[config.mk]
export PLATFORM = sky130hd
export DESIGN_NAME = avr_core
export DESIGN_NICKNAME = d
export VERILOG_FILES = /design/src/design/avr_pkg.sv /design/src/design/avr_fetch.sv /design/src/design/avr_decode.sv /design/src/design/avr_regfile.sv /design/src/design/avr_alu.sv /design/src/design/avr_sreg_io.sv /design/src/design/avr_core.sv
export SDC_FILE = /design/constraint.sdc
export NUM_CORES = 1
export LEC_CHECK = 0
export BUFFER_PORTS_ARGS = -buffer_cell sky130_fd_sc_hd__buf_2
export CORE_MARGIN = 2
export CORE_UTILIZATION = 35
export DETAILED_ROUTE_END_ITERATION = 10
export PLACE_DENSITY = 0.47
export SLEW_MARGIN = 15
export SYNTH_ARGS = -nofsm -noshare
export SYNTH_HDL_FRONTEND = slang
export SYNTH_SLANG_ARGS = --single-unit
[constraint.sdc]
create_clock -name clk -period 6.45 [get_ports clk]
set_input_delay 0.3225 -clock clk [delete_from_list [all_inputs] [get_ports clk]]
set_output_delay 0.3225 -clock clk [all_outputs]
set_load 0.005 [all_outputs]
[src/design/avr_pkg.sv]
// shared types and constants for the 8-bit AVR-style core
// every design module pulls this in with a wildcard import
// in its module header

`default_nettype none

package avr_pkg;

  ////////////////////////////////////////
  // data widths
  ////////////////////////////////////////

  typedef logic [7:0]  byte_t;     // register / i/o data
  typedef logic [15:0] word_t;     // program memory word
  typedef logic [4:0]  reg_addr_t; // r0 .. r31
  typedef logic [5:0]  io_addr_t;  // 64 i/o locations
  typedef logic [7:0]  sreg_t;     // status byte

  // status bit positions, avr order
  localparam int unsigned SREG_I = 7; // global irq enable, no irqs here
  localparam int unsigned SREG_T = 6; // bit copy storage
  localparam int unsigned SREG_H = 5; // half carry
  localparam int unsigned SREG_S = 4; // sign, n ^ v
  localparam int unsigned SREG_V = 3; // two's complement overflow
  localparam int unsigned SREG_N = 2; // negative
  localparam int unsigned SREG_Z = 1; // zero
  localparam int unsigned SREG_C = 0; // carry / borrow

  ////////////////////////////////////////
  // i/o map
  ////////////////////////////////////////

  localparam io_addr_t IOA_SREG          = 6'h3f; // status register
  localparam io_addr_t IOA_INTERNAL_BASE = 6'h38; // 0x38 and up stay inside the core

  // alu operation select
  typedef enum logic [2:0] {
    ALU_ADD = 3'd0, // a + b + cin
    ALU_SUB = 3'd1, // a - b - cin
    ALU_AND = 3'd2,
    ALU_OR  = 3'd3,
    ALU_EOR = 3'd4,
    ALU_SHR = 3'd5  // shift right, cin enters at bit 7
  } alu_op_t;

endpackage

`default_nettype wire

[src/design/avr_fetch.sv]
// instruction fetch for the 8-bit core
// holds the program counter and drives the program bus request;
// each word returned with bp_rdy high is handed to decode as one instruction

`timescale 1ns/1ps
`default_nettype none

module avr_fetch import avr_pkg::*; #(
  parameter int unsigned PAW = 11 // program address width, words
) (
  input  wire logic              clk,
  input  wire logic              rst,
  input  wire logic              bp_rdy,   // memory word valid
  input  wire logic              jump_en,  // taken rjmp
  input  wire logic signed [11:0] jump_off, // rjmp displacement
  input  wire word_t             bp_rdt,
  output logic                   bp_vld,
  output logic [PAW-1:0]         bp_adr,
  output word_t                  inst_word,
  output logic                   inst_vld
);

  logic [PAW-1:0] pc;       // address of the word now on bp_rdt
  logic [PAW-1:0] jump_ext; // displacement sized to the pc
  logic           rst_dly;  // high through reset and one cycle after

  always_ff @(posedge clk, posedge rst) begin
    if (rst) rst_dly <= 1'b1;
    else     rst_dly <= 1'b0;
  end

  assign bp_vld = ~rst_dly;

  // sign extends or wraps depending on PAW
  assign jump_ext = PAW'(jump_off);

  // next request: re-request, step or relative jump
  always_comb begin
    if (!inst_vld)    bp_adr = pc; // stalled, ask again
    else if (jump_en) bp_adr = pc + PAW'(1) + jump_ext;
    else              bp_adr = pc + PAW'(1);
  end

  always_ff @(posedge clk, posedge rst) begin
    if (rst)           pc <= '0;
    else if (inst_vld) pc <= bp_adr; // follows the word just requested
  end

  assign inst_word = bp_rdt;
  assign inst_vld  = bp_rdy;

endmodule

`default_nettype wire

[src/design/avr_decode.sv]
// combinational instruction decoder
// turns the qualified program word into register file, alu, status,
// i/o, jump and control commands; unknown words fall through as nop

`timescale 1ns/1ps
`default_nettype none

module avr_decode import avr_pkg::*; #(
  parameter int unsigned PAW = 11
) (
  input  wire word_t     inst_word,
  input  wire logic      inst_vld,
  input  wire byte_t     rd_data,
  input  wire byte_t     rr_data,
  input  wire byte_t     alu_res,
  input  wire sreg_t     alu_flags,
  input  wire byte_t     io_data,
  input  wire sreg_t     sreg,
  output reg_addr_t      rd_addr,
  output reg_addr_t      rr_addr,
  output reg_addr_t      wr_addr,
  output logic           wr_en,
  output byte_t          wr_data,
  output alu_op_t        alu_op,
  output byte_t          alu_a,
  output byte_t          alu_b,
  output logic           alu_cin,
  output sreg_t          flag_mask,
  output sreg_t          flag_val,
  output logic           io_wr,
  output logic           io_rd,
  output io_addr_t       io_addr,
  output byte_t          io_wdata,
  output logic           jump_en,
  output logic signed [11:0] jump_off,
  output logic           ctl_slp,
  output logic           ctl_brk,
  output logic           ctl_wdr
);

  // flag groups
  localparam sreg_t M_SVNZ = (8'd1 << SREG_S) | (8'd1 << SREG_V) |
                             (8'd1 << SREG_N) | (8'd1 << SREG_Z);
  localparam sreg_t M_SVNZC  = M_SVNZ | (8'd1 << SREG_C);
  localparam sreg_t M_HSVNZC = M_SVNZC | (8'd1 << SREG_H);

  // relative jump arithmetic is only checked for these widths
  if (PAW < 8 || PAW > 16) begin : g_paw_range
    $error("avr_decode: PAW must be within 8 to 16");
  end

  reg_addr_t f_d;  // full range destination
  reg_addr_t f_r;  // full range source
  reg_addr_t f_h;  // r16..r31, immediate forms
  byte_t     f_k;  // byte immediate
  logic      z_keep;

  assign f_d = inst_word[8:4];
  assign f_r = {inst_word[9], inst_word[3:0]};
  assign f_h = {1'b1, inst_word[7:4]};
  assign f_k = {inst_word[11:8], inst_word[3:0]};

  // with-carry subtracts only clear z, never set it
  assign z_keep = alu_flags[SREG_Z] & sreg[SREG_Z];

  always_comb begin
    rd_addr   = f_d;
    rr_addr   = f_r;
    wr_addr   = f_d;
    wr_en     = 1'b0;
    wr_data   = alu_res;
    alu_op    = ALU_ADD;
    alu_a     = rd_data;
    alu_b     = rr_data;
    alu_cin   = 1'b0;
    flag_mask = '0;
    flag_val  = alu_flags;
    io_wr     = 1'b0;
    io_rd     = 1'b0;
    io_addr   = {inst_word[10:9], inst_word[3:0]};
    io_wdata  = rd_data;
    jump_en   = 1'b0;
    jump_off  = inst_word[11:0];
    ctl_slp   = 1'b0;
    ctl_brk   = 1'b0;
    ctl_wdr   = 1'b0;
    if (inst_vld) begin
      casez (inst_word)
        16'b1001_0101_1000_1000: ctl_slp = 1'b1; // SLEEP
        16'b1001_0101_1001_1000: ctl_brk = 1'b1; // BREAK
        16'b1001_0101_1010_1000: ctl_wdr = 1'b1; // WDR
        16'b000?_11??_????_????: begin // ADD, ADC when bit 12 set
          wr_en     = 1'b1;
          alu_cin   = inst_word[12] & sreg[SREG_C];
          flag_mask = M_HSVNZC;
        end
        16'b000?_10??_????_????,
        16'b000?_01??_????_????: begin // SUB/SBC, CP/CPC
          wr_en     = inst_word[11];
          alu_op    = ALU_SUB;
          alu_cin   = ~inst_word[12] & sreg[SREG_C];
          flag_mask = M_HSVNZC;
          if (!inst_word[12]) flag_val[SREG_Z] = z_keep;
        end
        16'b0011_????_????_????,
        16'b010?_????_????_????: begin // CPI, SBCI, SUBI
          rd_addr   = f_h;
          wr_addr   = f_h;
          wr_en     = inst_word[14]; // cpi writes nothing
          alu_op    = ALU_SUB;
          alu_b     = f_k;
          alu_cin   = inst_word[14] & ~inst_word[12] & sreg[SREG_C];
          flag_mask = M_HSVNZC;
          if (inst_word[14] && !inst_word[12]) flag_val[SREG_Z] = z_keep;
        end
        16'b0010_00??_????_????: begin // AND
          wr_en     = 1'b1;
          alu_op    = ALU_AND;
          flag_mask = M_SVNZ;
        end
        16'b0010_01??_????_????: begin // EOR
          wr_en     = 1'b1;
          alu_op    = ALU_EOR;
          flag_mask = M_SVNZ;
        end
        16'b0010_10??_????_????: begin // OR
          wr_en     = 1'b1;
          alu_op    = ALU_OR;
          flag_mask = M_SVNZ;
        end
        16'b0010_11??_????_????: begin // MOV
          wr_en   = 1'b1;
          wr_data = rr_data;
        end
        16'b011?_????_????_????: begin // ORI, ANDI
          rd_addr   = f_h;
          wr_addr   = f_h;
          wr_en     = 1'b1;
          alu_op    = inst_word[12] ? ALU_AND : ALU_OR;
          alu_b     = f_k;
          flag_mask = M_SVNZ;
        end
        16'b1110_????_????_????: begin // LDI
          wr_addr = f_h;
          wr_en   = 1'b1;
          wr_data = f_k;
        end
        16'b1001_0100_????_1000: begin // BSET, BCLR on bit 7
          flag_mask = sreg_t'(8'd1 << inst_word[6:4]);
          flag_val  = {8{~inst_word[7]}};
        end
        16'b1001_010?_????_0???,
        16'b1001_010?_????_1010: begin // one operand group
          wr_en     = 1'b1;
          flag_mask = M_SVNZC;
          case (inst_word[3:0])
            4'h0: begin // COM, c always set
              alu_op             = ALU_EOR;
              alu_b              = 8'hff;
              flag_val[SREG_C]   = 1'b1;
            end
            4'h1: begin // NEG = 0 - rd
              alu_op = ALU_SUB;
              alu_a  = 8'h00;
              alu_b  = rd_data;
            end
            4'h2: begin // SWAP, no flags
              wr_data   = {rd_data[3:0], rd_data[7:4]};
              flag_mask = '0;
            end
            4'h3: begin // INC keeps c
              alu_b     = 8'h00;
              alu_cin   = 1'b1;
              flag_mask = M_SVNZ;
            end
            4'h5: begin // ASR
              alu_op  = ALU_SHR;
              alu_cin = rd_data[7];
            end
            4'h6: alu_op = ALU_SHR; // LSR
            4'h7: begin // ROR through carry
              alu_op  = ALU_SHR;
              alu_cin = sreg[SREG_C];
            end
            4'ha: begin // DEC keeps c
              alu_op    = ALU_SUB;
              alu_b     = 8'h00;
              alu_cin   = 1'b1;
              flag_mask = M_SVNZ;
            end
            default: begin // reserved slot
              wr_en     = 1'b0;
              flag_mask = '0;
            end
          endcase
        end
        16'b1011_0???_????_????: begin // IN
          io_rd   = 1'b1;
          wr_en   = 1'b1;
          wr_data = io_data;
        end
        16'b1011_1???_????_????: io_wr = 1'b1;   // OUT rd
        16'b1100_????_????_????: jump_en = 1'b1; // RJMP
        default: ; // nop and unsupported words
      endcase
    end
  end

endmodule

`default_nettype wire

[src/design/avr_regfile.sv]
// general purpose registers r0..r31
// two combinational read ports for the operands, one write port
// that commits at the rising edge

`timescale 1ns/1ps
`default_nettype none

module avr_regfile import avr_pkg::*; (
  input  wire logic      clk,
  input  wire reg_addr_t rd_addr, // destination operand read
  input  wire reg_addr_t rr_addr, // source operand read
  input  wire logic      wr_en,
  input  wire reg_addr_t wr_addr,
  input  wire byte_t     wr_data,
  output byte_t          rd_data,
  output byte_t          rr_data
);

  byte_t regs [32]; // contents undefined after reset

  always_ff @(posedge clk) begin
    if (wr_en) regs[wr_addr] <= wr_data;
  end

  // reads see the old value in the cycle of a write
  assign rd_data = regs[rd_addr];
  assign rr_data = regs[rr_addr];

endmodule

`default_nettype wire

[src/design/avr_alu.sv]
// byte alu
// add and subtract with carry in, and/or/eor, right shift with a
// supplied top bit; returns the result and every candidate flag,
// decode picks which flags actually land in the status register

`timescale 1ns/1ps
`default_nettype none

module avr_alu import avr_pkg::*; (
  input  wire alu_op_t alu_op,
  input  wire byte_t   alu_a,
  input  wire byte_t   alu_b,
  input  wire logic    alu_cin, // carry, borrow or shift-in bit
  output byte_t        alu_res,
  output sreg_t        alu_flags
);

  logic [8:0] sum; // result with carry / borrow on top
  logic       half;
  logic       ovf;

  always_comb begin
    case (alu_op)
      ALU_ADD: sum = {1'b0, alu_a} + {1'b0, alu_b} + 9'(alu_cin);
      ALU_SUB: sum = {1'b0, alu_a} - {1'b0, alu_b} - 9'(alu_cin);
      ALU_AND: sum = {1'b0, alu_a & alu_b};
      ALU_OR:  sum = {1'b0, alu_a | alu_b};
      ALU_EOR: sum = {1'b0, alu_a ^ alu_b};
      ALU_SHR: sum = {alu_a[0], alu_cin, alu_a[7:1]}; // bit 0 falls into carry
      default: sum = '0;
    endcase
  end

  assign alu_res = sum[7:0];

  // half carry and overflow follow the avr equations
  always_comb begin
    half = 1'b0;
    ovf  = 1'b0;
    case (alu_op)
      ALU_ADD: begin
        half = alu_a[3] & alu_b[3] | alu_b[3] & ~alu_res[3] | ~alu_res[3] & alu_a[3];
        ovf  = alu_a[7] & alu_b[7] & ~alu_res[7] | ~alu_a[7] & ~alu_b[7] & alu_res[7];
      end
      ALU_SUB: begin
        half = ~alu_a[3] & alu_b[3] | alu_b[3] & alu_res[3] | alu_res[3] & ~alu_a[3];
        ovf  = alu_a[7] & ~alu_b[7] & ~alu_res[7] | ~alu_a[7] & alu_b[7] & alu_res[7];
      end
      ALU_SHR: ovf = alu_res[7] ^ sum[8]; // n ^ c
      default: ; // logic ops clear v
    endcase
  end

  always_comb begin
    alu_flags         = '0;
    alu_flags[SREG_I] = 1'b0; // never produced here
    alu_flags[SREG_T] = 1'b0;
    alu_flags[SREG_H] = half;
    alu_flags[SREG_V] = ovf;
    alu_flags[SREG_N] = alu_res[7];
    alu_flags[SREG_S] = alu_res[7] ^ ovf;
    alu_flags[SREG_Z] = ~|alu_res;
    alu_flags[SREG_C] = sum[8];
  end

endmodule

`default_nettype wire

[src/design/avr_sreg_io.sv]
// status register and i/o port
// sreg takes masked flag updates or a full load from OUT 0x3f;
// addresses 0x38..0x3f are kept off the external i/o bus

`timescale 1ns/1ps
`default_nettype none

module avr_sreg_io import avr_pkg::*; (
  input  wire logic     clk,
  input  wire logic     rst,
  input  wire sreg_t    flag_mask, // bits to update
  input  wire sreg_t    flag_val,
  input  wire logic     io_wr,     // OUT
  input  wire logic     io_rd,     // IN
  input  wire io_addr_t io_addr,
  input  wire byte_t    io_wdata,
  input  wire byte_t    io_rdt,    // external read data
  output sreg_t         sreg,
  output byte_t         io_data,   // value returned to IN
  output logic          io_wen,
  output logic          io_ren,
  output io_addr_t      io_adr,
  output byte_t         io_wdt,
  output byte_t         io_msk
);

  logic internal; // address never leaves the core
  logic sreg_ld;  // OUT to the status register

  assign internal = (io_addr >= IOA_INTERNAL_BASE);
  assign sreg_ld  = io_wr & (io_addr == IOA_SREG);

  always_ff @(posedge clk, posedge rst) begin
    if (rst)                sreg <= '0;
    else if (sreg_ld)       sreg <= io_wdata;
    else if (|flag_mask)    sreg <= (flag_val & flag_mask) | (sreg & ~flag_mask);
  end

  // IN source
  assign io_data = (io_addr == IOA_SREG) ? sreg : io_rdt;

  ////////////////////////////////////////
  // external bus
  ////////////////////////////////////////

  assign io_wen = io_wr & ~internal;
  assign io_ren = io_rd & ~internal;
  assign io_adr = io_addr;
  assign io_wdt = io_wdata;
  assign io_msk = io_wen ? 8'hff : 8'h00; // whole byte writes only

endmodule

`default_nettype wire

[src/design/avr_core.sv]
// top of the 8-bit AVR-style core
// one instruction per valid program word, no pipeline delay:
// the word on bp_rdt commits at the next rising edge while its
// i/o strobes and control pulses show in the same cycle

`timescale 1ns/1ps
`default_nettype none

module avr_core import avr_pkg::*; #(
  parameter int unsigned PAW = 11 // program address width, words
) (
  input  wire logic      clk,
  input  wire logic      rst,
  // program bus
  output logic           bp_vld,
  output logic [PAW-1:0] bp_adr,
  input  wire word_t     bp_rdt,
  input  wire logic      bp_rdy,
  // i/o peripheral bus
  output logic           io_wen,
  output logic           io_ren,
  output io_addr_t       io_adr,
  output byte_t          io_wdt,
  output byte_t          io_msk,
  input  wire byte_t     io_rdt,
  // control pulses
  output logic           ctl_slp,
  output logic           ctl_brk,
  output logic           ctl_wdr
);

  word_t              inst_word;
  logic               inst_vld;
  logic               jump_en;
  logic signed [11:0] jump_off;
  reg_addr_t          rd_addr, rr_addr, wr_addr;
  logic               wr_en;
  byte_t              wr_data, rd_data, rr_data;
  alu_op_t            alu_op;
  byte_t              alu_a, alu_b, alu_res;
  logic               alu_cin;
  sreg_t              alu_flags, flag_mask, flag_val, sreg;
  logic               io_wr, io_rd;
  io_addr_t           io_addr;
  byte_t              io_wdata, io_data;

  ////////////////////////////////////////
  // fetch and decode
  ////////////////////////////////////////

  avr_fetch #(.PAW(PAW)) u_fetch (
    .clk(clk), .rst(rst), .bp_rdy(bp_rdy),
    .jump_en(jump_en), .jump_off(jump_off), .bp_rdt(bp_rdt),
    .bp_vld(bp_vld), .bp_adr(bp_adr),
    .inst_word(inst_word), .inst_vld(inst_vld)
  );

  avr_decode #(.PAW(PAW)) u_decode (
    .inst_word(inst_word), .inst_vld(inst_vld),
    .rd_data(rd_data), .rr_data(rr_data),
    .alu_res(alu_res), .alu_flags(alu_flags),
    .io_data(io_data), .sreg(sreg),
    .rd_addr(rd_addr), .rr_addr(rr_addr), .wr_addr(wr_addr),
    .wr_en(wr_en), .wr_data(wr_data),
    .alu_op(alu_op), .alu_a(alu_a), .alu_b(alu_b), .alu_cin(alu_cin),
    .flag_mask(flag_mask), .flag_val(flag_val),
    .io_wr(io_wr), .io_rd(io_rd), .io_addr(io_addr), .io_wdata(io_wdata),
    .jump_en(jump_en), .jump_off(jump_off),
    .ctl_slp(ctl_slp), .ctl_brk(ctl_brk), .ctl_wdr(ctl_wdr)
  );

  ////////////////////////////////////////
  // execute and status
  ////////////////////////////////////////

  avr_regfile u_regfile (
    .clk(clk), .rd_addr(rd_addr), .rr_addr(rr_addr),
    .wr_en(wr_en), .wr_addr(wr_addr), .wr_data(wr_data),
    .rd_data(rd_data), .rr_data(rr_data)
  );

  avr_alu u_alu (
    .alu_op(alu_op), .alu_a(alu_a), .alu_b(alu_b), .alu_cin(alu_cin),
    .alu_res(alu_res), .alu_flags(alu_flags)
  );

  avr_sreg_io u_sreg_io (
    .clk(clk), .rst(rst),
    .flag_mask(flag_mask), .flag_val(flag_val),
    .io_wr(io_wr), .io_rd(io_rd), .io_addr(io_addr),
    .io_wdata(io_wdata), .io_rdt(io_rdt),
    .sreg(sreg), .io_data(io_data),
    .io_wen(io_wen), .io_ren(io_ren), .io_adr(io_adr),
    .io_wdt(io_wdt), .io_msk(io_msk)
  );

endmodule

`default_nettype wire

==> results.sh <==
export IMPL_ctsHoldBuffers=1
export IMPL_dieHeight_um=223
export IMPL_gp_congestion=0.912
export IMPL_crit_path_start_kind="flip-flop"
export IMPL_setup_slack_ns=1.05
export IMPL_hold_class="in -> reg"
export IMPL_switching_share_pct=31.0
export IMPL_cts_made_buffers=34
export IMPL_ys_flop_type="edfxtp_1"
export IMPL_nNetsFinal=1403
export IMPL_worstPathRequired_ns=6.69
export IMPL_cts_resized=0
export IMPL_globalRouteOverflowTotal=0
export IMPL_clk_path_buf_depth=3
export IMPL_vias=11800
export IMPL_power_leakage_nw=6.59
export IMPL_sequentialPowerShare_pct=39.3
export IMPL_place_ws_ns=0.538
export IMPL_synth_edf_count=256
export IMPL_power_frac_clock_pct=33.6
export IMPL_cts_tree="yes"
export IMPL_fillers=4441
export IMPL_antenna_found_initial=0
export IMPL_clock_skew_final_ns=0.0266
export IMPL_synth_seq_cells=276
export IMPL_worstMarginPinSlew_ns=1.21
export IMPL_drv_slew=0
export IMPL_yosys_warnings=0
export IMPL_grt_max_degree=40
export IMPL_period_share_pct=83.7
export IMPL_max_cap_violations=0
export IMPL_synth_area_leaders="edfxtp_1 46%, mux4_2 21%, ha_1 3.1%"
export IMPL_crit_path_max_fanout=32
export IMPL_synthCells=1248
export IMPL_synth_top_cell_by_area="edfxtp_1"
export IMPL_yosys_top_cells_count="256 x edfxtp_1, 153 x mux4_2, 106 x nor2_1"
export IMPL_firstDrtPassIters=5
export IMPL_seq_area_um2=8190
export IMPL_drcViolationCount=0
export IMPL_drive_gt1_share_pct=27.8
export IMPL_p_per_area_nw_per_um2=305
export IMPL_intPower_w=0.00402
export IMPL_die_w_um=223
export IMPL_synthArstFlopShare_pct=7.25
export IMPL_fin_crit_ns=5.40
export IMPL_maxSlewHeadroom_pct=18.8
export IMPL_wl_per_cell_um=28.2
export IMPL_grt_usage_pct=22.7
export IMPL_comb_power_share_pct=27.0
export IMPL_first_global_vias=11900
export IMPL_tns_ns=0
export IMPL_rsz0062_at_grt="false"
export IMPL_final_setup_viol_count=0
export IMPL_grt_pass1_wl_um=81900
export IMPL_post_synth_top_count_cell="edfxtp_1"
export IMPL_synth_top_cell_area_share_pct=46.0
export IMPL_seq_area_frac_synth_pct=48.9
export IMPL_htreeDepth=2
export IMPL_ant_nets=0
export IMPL_postLayoutCoreUtil_pct=40.3
export IMPL_syn_cell_area_um2=16700
export IMPL_drt_iter0_drc=1227
export IMPL_clk_pin_slew_ns=0.06
export IMPL_via_per_inst=5.99
export IMPL_reg2reg_slack_ns=1.05
export IMPL_dp_hpwl_um=39200
export IMPL_start_util_pct=35.3
export IMPL_multi_input_area_um2=7930
export IMPL_cts_root_buf="clkbuf_16"
export IMPL_clkSinkCount=276
export IMPL_final_hold_violation_count=0
export IMPL_switchingPower_w=0.00181
export IMPL_coreArea_um2=47400
export IMPL_ioPinCount=66
export IMPL_antenna_cells=0
export IMPL_dieArea_um2=49600
export IMPL_status="finished, final reports clean"
export IMPL_area_growth_pct=14.4
export IMPL_critPathArrivalTime_ns=5.64
export IMPL_rows=80
export IMPL_syn_num_nets=1321
export IMPL_yosysUniqueCellTypes=82
export IMPL_fmax_mhz=185
export IMPL_path_class="reg -> reg"
export IMPL_syn_mean_instance_area_um2=13.4
export IMPL_port_buffers=65
export IMPL_routed_wl_um=55600
export IMPL_cts_setup_buffers=0
export IMPL_ir_drop_mv=0.171
export IMPL_critPathCaptureType="flip-flop"
export IMPL_worstSkewPairLatency_ns=0.56
-- power by group through the flow --
stage	Sequential, W	Combinational [W]	Clock (W)
after floorplan	0.00232	0.00102	0
after global placement	0.00233	0.00157	0
after detailed placement	0.00233	0.00157	0
after CTS	0.00229	0.00158	0.00200
after global routing	0.00230	0.00173	0.00206
final	0.00229	0.00157	0.00196
-- layout by cell type, fill, tap and decap left out, drive strengths merged, types with 6 or more instances in the layout --
cell type	netlist	layout
a21o	6	6
a21oi	76	76
a221o	10	10
and2	8	8
and3	8	8
buf	54	133
clkbuf	34	42
clkinv	0	10
dfrtp	19	19
edfxtp	256	256
ha	41	41
inv	56	57
mux2i	29	29
mux4	153	153
nand2	67	67
nand2b	18	18
nand3	29	29
nor2	107	107
nor2b	14	14
nor3	20	20
nor4	8	8
o211ai	19	19
o21a	12	12
o21ai	60	60
o221ai	10	10
o22ai	9	9
o31ai	7	7
or2	9	9
or3	6	6
xnor2	17	17
xor2	8	8
-- registers in the layout, indices dropped and copies added (netlist names), named ones only --
name / cells
u_fetch.pc: 11
u_fetch.rst_dly: 1
u_regfile.regs: 256
-- cell families after synthesis --
logic type      share of synthesized area, %
simple gates                            9.09
other cells                           0.0224
xor+xnor                                1.31
compound gates                          10.4
buf+inv                                 3.93
flops                                   48.9
mux                                     22.7
fa+ha+maj                               3.66
-- final cells by class --
cell class              instances  area share, %
flip-flops and latches        276           42.8
multi-input cells             828           41.4
repair buffers                134           4.78
clock buffers                  42           4.60
well taps                     615           4.02
clock inverters                19           1.29
inverters                      56           1.10
-- worst max-delay path, cell delays in order, from the launching register on --
cell,delay (ns)
edfxtp_1,0.37
mux4_2,0.47
nor2b_1,0.14
a211oi_1,0.41
a211oi_1,0.09
a21oi_1,0.29
o21ai_0,0.14
a21oi_1,0.15
nor2_1,0.06
o31a_1,0.32
fa_1,0.38
inv_1,0.10
ha_1,0.18
nor2b_1,0.07
o21bai_1,0.24
a21oi_1,0.11
o31ai_1,0.33
mux2_2,0.23
o31ai_1,0.09
a2111oi_4,0.40
buf_4,0.21
a21oi_2,0.05
buf_4,0.23
-- worst paths after layout --
kind | from | endpoint | cells after the start
max reg2reg | u_regfile.regs[19][0]$_DFFE_PP_ | u_regfile.regs[25][7]$_DFFE_PP_ | 22
min in group asynchronous | rst | u_fetch.pc[9]$_DFFE_PP0P_ | 3
max | u_regfile.regs[19][0]$_DFFE_PP_ | u_regfile.regs[25][7]$_DFFE_PP_ | 22
max in group asynchronous | rst | u_fetch.pc[4]$_DFFE_PP0P_ | 3
min reg2reg | u_fetch.pc[10]$_DFFE_PP0P_ | u_fetch.pc[10]$_DFFE_PP0P_ | 1
min | bp_rdt[15] | flip-flop | 4
-- stage by stage --
stage / hold slack, ns / cell area [um2] / total power (W) / cells
after floorplan: 0.286 / 16700 / 0.00334 / 1248
after global placement: 0.481 / 18000 / 0.00390 / 1908
after detailed placement: 0.487 / 18000 / 0.00390 / 1908
after CTS: 0.353 / 19100 / 0.00587 / 1970
after global routing: 0.388 / 19100 / 0.00610 / 1970
final: 0.380 / 19100 / 0.00583 / 1970
-- metal layers --
layer	GRT usage, %	share of wire [%]	wire length (um)
met5	0	0	0
met4	6.62	2.5	1420
met3	2.90	6.2	3440
met2	38.2	49	27400
met1	30.7	42	23400
No activity file was read; power rests on OpenSTA's default activity.
